==> src/la_pkg.sv <==
// logic analyzer shared widths, opcodes, reset values and the sample type
package la_pkg;

  // data path
  localparam int SMPL_W = 32;                 // sample and command word width
  localparam int ADDR_W = 5;                  // sample memory address width
  localparam int RAM_DEPTH = 1 << ADDR_W;     // 32 samples in the ring

  // counters
  localparam int CNT_W = 16;                  // delay and readback counts
  localparam int DIV_W = 8;                   // sample rate divider

  // command opcodes
  localparam int OP_W = 8;
  localparam logic [OP_W-1:0] OP_SET_CNT = 8'h01;  // load delay and readback counts
  localparam logic [OP_W-1:0] OP_SET_DIV = 8'h02;  // load divider
  localparam logic [OP_W-1:0] OP_RUN     = 8'h03;  // arm the trigger

  // byte transmitter pacing
  localparam int BYTE_GAP = 4;                // cycles between bytes
  localparam int GAP_W = $clog2(BYTE_GAP);    // gap counter width

  // register values after reset
  localparam logic [DIV_W-1:0] RST_DIV = 1;
  localparam logic [CNT_W-1:0] RST_DLY = 1;
  localparam logic [CNT_W-1:0] RST_RD  = 1;

  typedef logic [SMPL_W-1:0] sample_t;

endpackage
==> src/la_top.sv <==
// logic analyzer top level, wires decoder, sampler, sample ring, controller and transmitter
module la_top import la_pkg::*; (
  input  logic            clk_i,
  input  logic            rst_in,
  input  logic [OP_W-1:0] op_i,          // command opcode
  input  sample_t         cmd_i,         // command word
  input  logic            cmd_stb_i,
  input  sample_t         probe_i,       // probe bus under observation
  output logic [7:0]      tx_byte_o,
  output logic            tx_stb_o,
  output logic            busy_o
);

  logic              run;
  logic [CNT_W-1:0]  dly_cnt;
  logic [CNT_W-1:0]  rd_cnt;
  logic [DIV_W-1:0]  div;
  sample_t           smpl;
  logic              smpl_stb;
  logic              we;
  logic [ADDR_W-1:0] addr;
  sample_t           rdata;
  sample_t           word;
  logic              word_stb;
  logic              tx_rdy;

  la_cmd_decoder u_dec (
    .clk_i     (clk_i),
    .rst_in    (rst_in),
    .op_i      (op_i),
    .cmd_i     (cmd_i),
    .cmd_stb_i (cmd_stb_i),
    .run_o     (run),
    .dly_cnt_o (dly_cnt),
    .rd_cnt_o  (rd_cnt),
    .div_o     (div)
  );

  la_sampler u_smp (
    .clk_i      (clk_i),
    .rst_in     (rst_in),
    .probe_i    (probe_i),
    .div_i      (div),
    .smpl_o     (smpl),
    .smpl_stb_o (smpl_stb)
  );

  la_sample_ram u_ram (
    .clk_i   (clk_i),
    .we_i    (we),
    .waddr_i (addr),                     // one pointer serves write and read
    .raddr_i (addr),
    .wdata_i (smpl),
    .rdata_o (rdata)
  );

  la_ctrl u_ctrl (
    .clk_i      (clk_i),
    .rst_in     (rst_in),
    .run_i      (run),
    .dly_cnt_i  (dly_cnt),
    .rd_cnt_i   (rd_cnt),
    .smpl_stb_i (smpl_stb),
    .rdata_i    (rdata),
    .tx_rdy_i   (tx_rdy),
    .we_o       (we),
    .addr_o     (addr),
    .word_o     (word),
    .word_stb_o (word_stb),
    .busy_o     (busy_o)
  );

  la_tx u_tx (
    .clk_i      (clk_i),
    .rst_in     (rst_in),
    .word_i     (word),
    .word_stb_i (word_stb),
    .rdy_o      (tx_rdy),
    .byte_o     (tx_byte_o),
    .byte_stb_o (tx_stb_o)
  );

endmodule

==> src/la_tx.sv <==
// byte transmitter, sends each 32-bit word as four paced bytes, least significant first
module la_tx import la_pkg::*; (
  input  logic       clk_i,
  input  logic       rst_in,
  input  sample_t    word_i,
  input  logic       word_stb_i,
  output logic       rdy_o,              // high when a new word is accepted
  output logic [7:0] byte_o,
  output logic       byte_stb_o
);

  logic              busy;
  logic [1:0]        idx;                // byte on the output
  logic [GAP_W-1:0]  gap;                // cycles since the last byte
  sample_t           shreg;              // bytes still to send

  assign rdy_o = !busy;

  always_ff @(posedge clk_i) begin
    if (!rst_in) begin
      busy       <= 1'b0;
      idx        <= '0;
      gap        <= '0;
      byte_stb_o <= 1'b0;
    end else begin
      byte_stb_o <= 1'b0;
      if (word_stb_i) begin
        busy       <= 1'b1;
        idx        <= '0;
        gap        <= '0;
        byte_stb_o <= 1'b1;              // byte 0 goes out right away
      end else if (busy) begin
        if (idx == 2'd3) begin
          busy <= 1'b0;                  // ready one cycle after the last byte
        end else if (gap == GAP_W'(BYTE_GAP - 1)) begin
          gap        <= '0;
          idx        <= idx + 1'b1;
          byte_stb_o <= 1'b1;
        end else begin
          gap <= gap + 1'b1;
        end
      end
    end
  end

  // payload path follows the strobes above
  always_ff @(posedge clk_i) begin
    if (word_stb_i) begin
      byte_o <= word_i[7:0];
      shreg  <= {8'h00, word_i[SMPL_W-1:8]};
    end else if (busy && idx != 2'd3 && gap == GAP_W'(BYTE_GAP - 1)) begin
      byte_o <= shreg[7:0];
      shreg  <= {8'h00, shreg[SMPL_W-1:8]};
    end
  end

  a_no_stb_busy: assert property (
    @(posedge clk_i) disable iff (!rst_in) word_stb_i |-> rdy_o
  ) else $error("word accepted while transmitter busy");

endmodule

==> src/la_ctrl.sv <==
// logic analyzer controller FSM for ring capture, trigger delay and newest-first readback
module la_ctrl import la_pkg::*; (
  input  logic              clk_i,
  input  logic              rst_in,
  input  logic              run_i,       // arm pulse
  input  logic [CNT_W-1:0]  dly_cnt_i,   // post-trigger samples
  input  logic [CNT_W-1:0]  rd_cnt_i,    // words to read back
  input  logic              smpl_stb_i,  // new sample present
  input  sample_t           rdata_i,     // ram read data
  input  logic              tx_rdy_i,    // transmitter idle
  output logic              we_o,
  output logic [ADDR_W-1:0] addr_o,
  output sample_t           word_o,      // word for the transmitter
  output logic              word_stb_o,
  output logic              busy_o
);

  typedef enum logic [1:0] {
    ST_IDLE,
    ST_TRIG,
    ST_TX,
    ST_WAIT
  } state_t;

  state_t             state;
  state_t             state_next;
  logic [CNT_W-1:0]   cnt;               // post-trigger writes, then words sent
  logic [CNT_W-1:0]   cnt_next;
  logic [ADDR_W-1:0]  ptr;               // next ring slot to write
  logic [ADDR_W-1:0]  ptr_next;

  assign word_o = rdata_i;               // async ram, valid with word_stb_o
  assign busy_o = (state != ST_IDLE);

  always_comb begin
    state_next = state;
    cnt_next   = cnt;
    ptr_next   = ptr;
    we_o       = 1'b0;
    word_stb_o = 1'b0;
    addr_o     = ptr;

    case (state)
      ST_IDLE: begin
        if (run_i) begin
          state_next = ST_TRIG;
          cnt_next   = '0;
        end
        if (smpl_stb_i) begin            // keep filling the ring while idle
          we_o     = 1'b1;
          ptr_next = ptr + 1'b1;
        end
      end

      ST_TRIG: begin
        // leaving trigger wins over a sample in the same cycle
        if (cnt == dly_cnt_i) begin
          state_next = ST_TX;
          cnt_next   = '0;
        end else if (smpl_stb_i) begin
          we_o     = 1'b1;
          ptr_next = ptr + 1'b1;
          cnt_next = cnt + 1'b1;
        end
      end

      ST_TX: begin
        if (cnt == rd_cnt_i) begin
          state_next = ST_IDLE;
        end else begin
          addr_o     = ptr - 1'b1;       // newest sample first
          ptr_next   = ptr - 1'b1;
          word_stb_o = 1'b1;
          cnt_next   = cnt + 1'b1;
          state_next = ST_WAIT;
        end
      end

      ST_WAIT: begin
        if (tx_rdy_i) begin
          state_next = ST_TX;
        end
      end

      default: state_next = ST_IDLE;
    endcase
  end

  always_ff @(posedge clk_i) begin
    if (!rst_in) begin
      state <= ST_IDLE;
      cnt   <= '0;
      ptr   <= '0;
    end else begin
      state <= state_next;
      cnt   <= cnt_next;
      ptr   <= ptr_next;
    end
  end

  // the ring must stay frozen while it is being read back
  a_no_we_readback: assert property (
    @(posedge clk_i) disable iff (!rst_in)
      (state inside {ST_TX, ST_WAIT}) |-> !we_o
  ) else $error("sample written during readback");

  a_stb_when_ready: assert property (
    @(posedge clk_i) disable iff (!rst_in) word_stb_o |-> tx_rdy_i
  ) else $error("word strobe while transmitter busy");

endmodule

==> src/la_cmd_decoder.sv <==
// command decoder, turns strobed opcode and command word pairs into run pulses and settings
module la_cmd_decoder import la_pkg::*; (
  input  logic             clk_i,
  input  logic             rst_in,
  input  logic [OP_W-1:0]  op_i,
  input  sample_t          cmd_i,
  input  logic             cmd_stb_i,
  output logic             run_o,        // arm pulse to the controller
  output logic [CNT_W-1:0] dly_cnt_o,    // post-trigger sample count
  output logic [CNT_W-1:0] rd_cnt_o,     // readback word count
  output logic [DIV_W-1:0] div_o         // sample rate divider
);

  always_ff @(posedge clk_i) begin
    if (!rst_in) begin
      run_o     <= 1'b0;
      dly_cnt_o <= RST_DLY;
      rd_cnt_o  <= RST_RD;
      div_o     <= RST_DIV;
    end else begin
      run_o <= 1'b0;
      if (cmd_stb_i) begin
        case (op_i)
          OP_SET_CNT: begin
            dly_cnt_o <= {cmd_i[7:0], cmd_i[15:8]};     // byte swapped fields
            rd_cnt_o  <= {cmd_i[23:16], cmd_i[31:24]};
          end
          OP_SET_DIV: begin
            div_o <= cmd_i[7:0];
          end
          OP_RUN: begin
            run_o <= 1'b1;                              // controller ignores it outside idle
          end
          default: begin
          end                                           // unknown opcode
        endcase
      end
    end
  end

  a_run_single: assert property (
    @(posedge clk_i) disable iff (!rst_in) run_o |=> !run_o
  ) else $error("run pulse longer than one cycle");

endmodule

==> src/la_sample_ram.sv <==
// circular sample memory with registered write and combinational read
module la_sample_ram import la_pkg::*; (
  input  logic              clk_i,
  input  logic              we_i,        // write strobe from the controller
  input  logic [ADDR_W-1:0] waddr_i,     // ring write pointer
  input  logic [ADDR_W-1:0] raddr_i,     // readback address
  input  sample_t           wdata_i,     // sample from the sampler
  output sample_t           rdata_o
);

  sample_t mem [RAM_DEPTH];              // oldest entry is overwritten as the ring wraps

  always_ff @(posedge clk_i) begin
    if (we_i) begin
      mem[waddr_i] <= wdata_i;
    end
  end

  assign rdata_o = mem[raddr_i];         // same-cycle read for the controller

  // an unknown write address would corrupt an arbitrary ring slot
  a_waddr_known: assert property (
    @(posedge clk_i) we_i |-> !$isunknown(waddr_i)
  ) else $error("sample ram written with unknown address");

endmodule

==> src/la_sampler.sv <==
// probe sampler, divides the clock by div+1 and captures the probe bus on each wrap
module la_sampler import la_pkg::*; (
  input  logic             clk_i,
  input  logic             rst_in,
  input  sample_t          probe_i,      // probe bus
  input  logic [DIV_W-1:0] div_i,        // rate divider from the decoder
  output sample_t          smpl_o,       // last captured sample
  output logic             smpl_stb_o    // one cycle per capture
);

  logic [DIV_W-1:0] tick;                // runs 0 .. div_q
  logic [DIV_W-1:0] div_q;               // divider in use for this period
  logic             wrap;

  assign wrap = (tick == div_q);

  // a new divider is picked up only on a wrap, so the running period finishes
  always_ff @(posedge clk_i) begin
    if (!rst_in) begin
      tick  <= '0;
      div_q <= RST_DIV;
    end else if (wrap) begin
      tick  <= '0;
      div_q <= div_i;
    end else begin
      tick  <= tick + 1'b1;
    end
  end

  always_ff @(posedge clk_i) begin
    if (!rst_in) begin
      smpl_stb_o <= 1'b0;
    end else begin
      smpl_stb_o <= wrap;                // high the cycle after the wrap
    end
  end

  // payload register, only valid with the strobe
  always_ff @(posedge clk_i) begin
    if (wrap) begin
      smpl_o <= probe_i;
    end
  end

endmodule

==> config.mk <==
export PLATFORM = sky130hd
export DESIGN_NAME = la_top
export DESIGN_NICKNAME = d
export VERILOG_FILES = /design/src/la_pkg.sv /design/src/la_top.sv /design/src/la_tx.sv /design/src/la_ctrl.sv /design/src/la_cmd_decoder.sv /design/src/la_sample_ram.sv /design/src/la_sampler.sv
export SDC_FILE = /design/constraint.sdc
export NUM_CORES = 1
export LEC_CHECK = 0
export BUFFER_PORTS_ARGS = -buffer_cell sky130_fd_sc_hd__buf_4
export CAP_MARGIN = 20
export CORE_MARGIN = 3
export CORE_UTILIZATION = 38
export CTS_CLUSTER_DIAMETER = 50
export DETAILED_ROUTE_END_ITERATION = 12
export PLACE_DENSITY = 0.52
export SLEW_MARGIN = 5
export SYNTH_ARGS = -nofsm -noshare
export SYNTH_HDL_FRONTEND = slang
export SYNTH_HIERARCHICAL = 1
export SYNTH_SLANG_ARGS = --single-unit
==> constraint.sdc <==
create_clock -name clk_i -period 9 [get_ports clk_i]
set_input_delay 0.45 -clock clk_i [delete_from_list [all_inputs] [get_ports clk_i]]
set_output_delay 0.45 -clock clk_i [all_outputs]
set_load 0.005 [all_outputs]
==> run metrics <==
outcome=completed; Max clock buf depth=3; full die area=128300 sq um; non-filler cells, final=4739; Hold WS=0.03899 ns; CP cell instances=inv_1 > ha_1 > nor2b_4 > buf_4 > a21oi_1 > nor2_4 > buf_4 > buf_4 > a22o_1 > nor3_1 > a31oi_1 > nand3_1 > mux2_4; pwr dens=258.0 nW/um^2; fmax=0.1691 GHz; part of the power in the clock network=35.8%; Peak supply drop=0.0001985 V; Syn Area/Cell=16.45 sq um; hold-critical path depth=2; Final WS setup=3.085 ns; power share of the sequential group=50.1%; Synth Warn #=6; Sink Count=1175; Max transition margin=17.26%; syn nets=2952; Synth Register Bits=1175; vias in the first global route=25916; post-DR vias/cell=5.500; Worst R2R Setup Slack=3.08 ns; Worst Skew=0.02539 ns; TritonCTS clock tree=yes; post-layout min period=5.915 ns; first-pass GRT wire length=177000 um; Async S/R FF share, synth=0%; antenna violation net count after detailed routing=0; Sum Neg Setup Slack=0 ns; I/O Pins=85; CP startpoint kind=flip-flop; initial antenna violation count=2; Synth Flop Type=edfxtp_1; unrepaired setup endpoints after global routing=false; cts bufs inserted=130; post-synthesis cell count=2866; core area=122500 sq um; Initial Util=38.48%; Final Setup Violations=0; Crit path largest cell delay=0.85 ns; Clk pin slew, worst setup/hold paths=0.06 ns; largest net degree at the start of global routing=135; CP Max Fanout=58; FP Rows=128; Avg WL per Cell=26.06 um; Least-Margin Pin Slew=1.241 ns; Post-Place Cells=4437; Vias=26063; switching power share of the total=26.29%; Crit-path slowest cell=nor2b_4; synth-to-layout area growth=14.88%; Seq/Total Area, Yosys=72.99%; drt first-iter violations=2762; endpoint class of the critical path=flip-flop; crit path DAT=6.39 ns; Max Slew Vio Count=0; CP most frequent cell=buf_4; CTS Root Cell=clkbuf_16; Worst Reg-to-Reg Cells=13; worst skew pair latency=0.73 ns; hold path endpoint=u_tx/byte_stb_o; Hold WC Path Type=primary input to flip-flop; buffers and inverters on the worst path=4; Cell Area, Synth=47150 sq um; htree depth=4; port bufs=84; DRT Wirelength=123500 um; ant diodes=0; fillers=10707; GR Overflow Total=0; Leak Pwr=16.97 nW; Post-Place Setup Slack=3.100 ns; leading cell type in the layout, fill and taps excluded=edfxtp_1; post-route cell area=54160 sq um; dpl hpwl=63150 um; Reg-to-Reg End=u_tx/byte_o[5]; EDFF count, synth=1088; DRT Pass-1 Iters=5; max_cap viols=0; DRC=0; post_cts resized=0; reg-to-reg startpoint=u_ctrl/state[0]; commonest non-fill, non-tap cells in the layout=edfxtp_1 (1088), mux2i_1 (562), nand2_1 (190); Setup CP Type=flip-flop to flip-flop; nets=3099; Largest delay share family, worst path=buffers and inverters; Die H=358.2 um; overall global routing resource usage=19.03%; RePlAce Congestion=0.7505; switching pwr=0.003673 W; width of the die=358.2 um; hold path startpoint=rst_in; Pint=0.01030 W; Area after DPL=49360 sq um; Comb power frac=14.1%; post-synth cell types=64; Final Hold Viols=0; Tcrit/Tclk final=65.73%; WP data required=9.47 ns; share of layout cells above drive strength 1=13.23%
-- synthesized netlist by cell type, types with 5 or more instances --
cell type | instances | area share (%)
nor3_1 | 38 | 0.40
inv_1 | 11 | 0.088
mux2i_1 | 562 | 12
nor4_1 | 5 | 0.066
nand2b_1 | 6 | 0.080
nor4_4 | 6 | 0.27
edfxtp_1 | 1088 | 69
buf_6 | 24 | 0.57
nand3b_1 | 7 | 0.11
buf_1 | 8 | 0.064
o21ai_0 | 9 | 0.096
nand4_1 | 8 | 0.11
nand3_1 | 109 | 1.2
nor2_1 | 50 | 0.40
nor3b_1 | 17 | 0.27
nand2_1 | 191 | 1.5
ha_1 | 11 | 0.29
xor2_1 | 20 | 0.37
a22o_1 | 64 | 1.2
dfxtp_1 | 87 | 3.7
a32o_1 | 15 | 0.32
and3_1 | 10 | 0.13
a21oi_1 | 104 | 1.1
buf_4 | 66 | 1.1
mux2_4 | 21 | 0.67
o21ai_1 | 9 | 0.096
xnor2_1 | 31 | 0.58
clkbuf_1 | 60 | 0.48
buf_2 | 31 | 0.33
and2_1 | 14 | 0.19
a31oi_1 | 34 | 0.45
nor2b_1 | 13 | 0.17
a22oi_1 | 96 | 1.5
-- cell type report --
class	count	area [sq um]	share of cell area, %
clock buffers	165	3501	6.463
inverters	11	41.29	0.07623
repair buffers	210	1912	3.530
well taps	1625	2033	3.754
clock inverters	68	531.8	0.9818
flip-flops and latches	1175	34410	63.53
multi-input cells	1485	11730	21.66
-- metal layers --
| metal | vias up | global-route usage (%) | share of wire (%) |
|---|---|---|---|
| met5 | - | 0 | 0 |
| met4 | 0 | 5.859 | 2.5 |
| met3 | 177 | 2.572 | 5.5 |
| met2 | 863 | 29.14 | 46 |
| met1 | 13607 | 28.20 | 46 |
| li1 | 11416 | - | - |
-- power groups by stage --
stage | sequential (W) | clock [W] | combinational (W)
3_5_place_dp | 0.00719 | 0 | 0.00185
3_3_place_gp | 0.00717 | 0 | 0.00181
5_1_grt | 0.00706 | 0.00533 | 0.00211
2_1_floorplan | 0.00696 | 0 | 0.00151
4_1_cts | 0.00708 | 0.00511 | 0.00187
6_report | 0.00700 | 0.00500 | 0.00197
-- flip-flops by register name (all words and copies together), names as in the netlist, 2 cells and up --
| name | cells |
|---|---|
| u_tx/shreg | 24 |
| u_smp/tick | 8 |
| u_tx/idx | 2 |
| u_tx/byte_o | 8 |
| u_smp/div_q | 8 |
| u_ctrl/ptr | 5 |
| u_ram/mem | 1024 |
| u_smp/smpl_o | 32 |
| u_dec/div_o | 8 |
| u_ctrl/state | 2 |
| u_tx/gap | 2 |
| u_ctrl/cnt | 16 |
| u_dec/dly_cnt_o | 16 |
| u_dec/rd_cnt_o | 16 |
-- worst reg2reg max path, cell delays in order, from the launching register on --
cell and delay [ns]:
dfxtp_1 0.35, inv_1 0.10, ha_1 0.55, nor2b_4 0.86, buf_4 0.64, a21oi_1 0.41, nor2_4 0.24, buf_4 0.51
buf_4 0.92, a22o_1 0.29, nor3_1 0.05, a31oi_1 0.25, nand3_1 0.21, mux2_4 0.31
-- cells by family after synthesis --
logic type                 after synthesis  synth area share, %
xor gates and xnor gates                51               0.9474
AOI/OAI and AO/OA                      347                5.164
adders and majority gates               11               0.2919
and+or+nand+nor                        490                5.193
buffers and inverters                  206                2.741
DFF                                   1175                72.99
muxes                                  586                12.67
-- stage by stage --
step | utilization, % | power (W)
global route | 44.21 | 0.01450
floorplan | - | 0.008470
detailed placement | 40.29 | 0.009035
finish | 44.21 | 0.01397
global placement | 40.27 | 0.008972
CTS | 44.10 | 0.01406
-- worst max-delay path by stage --
stage | depth (start not counted) | end | slack (ns) | from
final | 13 | u_tx/byte_o[5] | 3.08 | u_ctrl/state[0]
after global routing | 13 | u_tx/byte_o[5] | 2.89 | u_ctrl/state[0]
after CTS | 13 | u_tx/byte_o[5] | 3.12 | u_ctrl/state[0]
after detailed placement | 12 | u_tx/byte_o[5] | 3.10 | u_ctrl/state[0]
after global placement | 13 | u_tx/byte_o[5] | 3.17 | u_ctrl/state[0]
after floorplan | 10 | u_ram/mem[19][0] | 4.68 | u_ctrl/cnt[7]
-- repair_timing --
action                                  4_1_cts  5_1_grt
hold buffers                                 63        0
endpoints found under the setup margin        0        0
buffers inserted                              0        0
hold endpoints to repair                     66        0
Power figures use the tool's default switching activity.
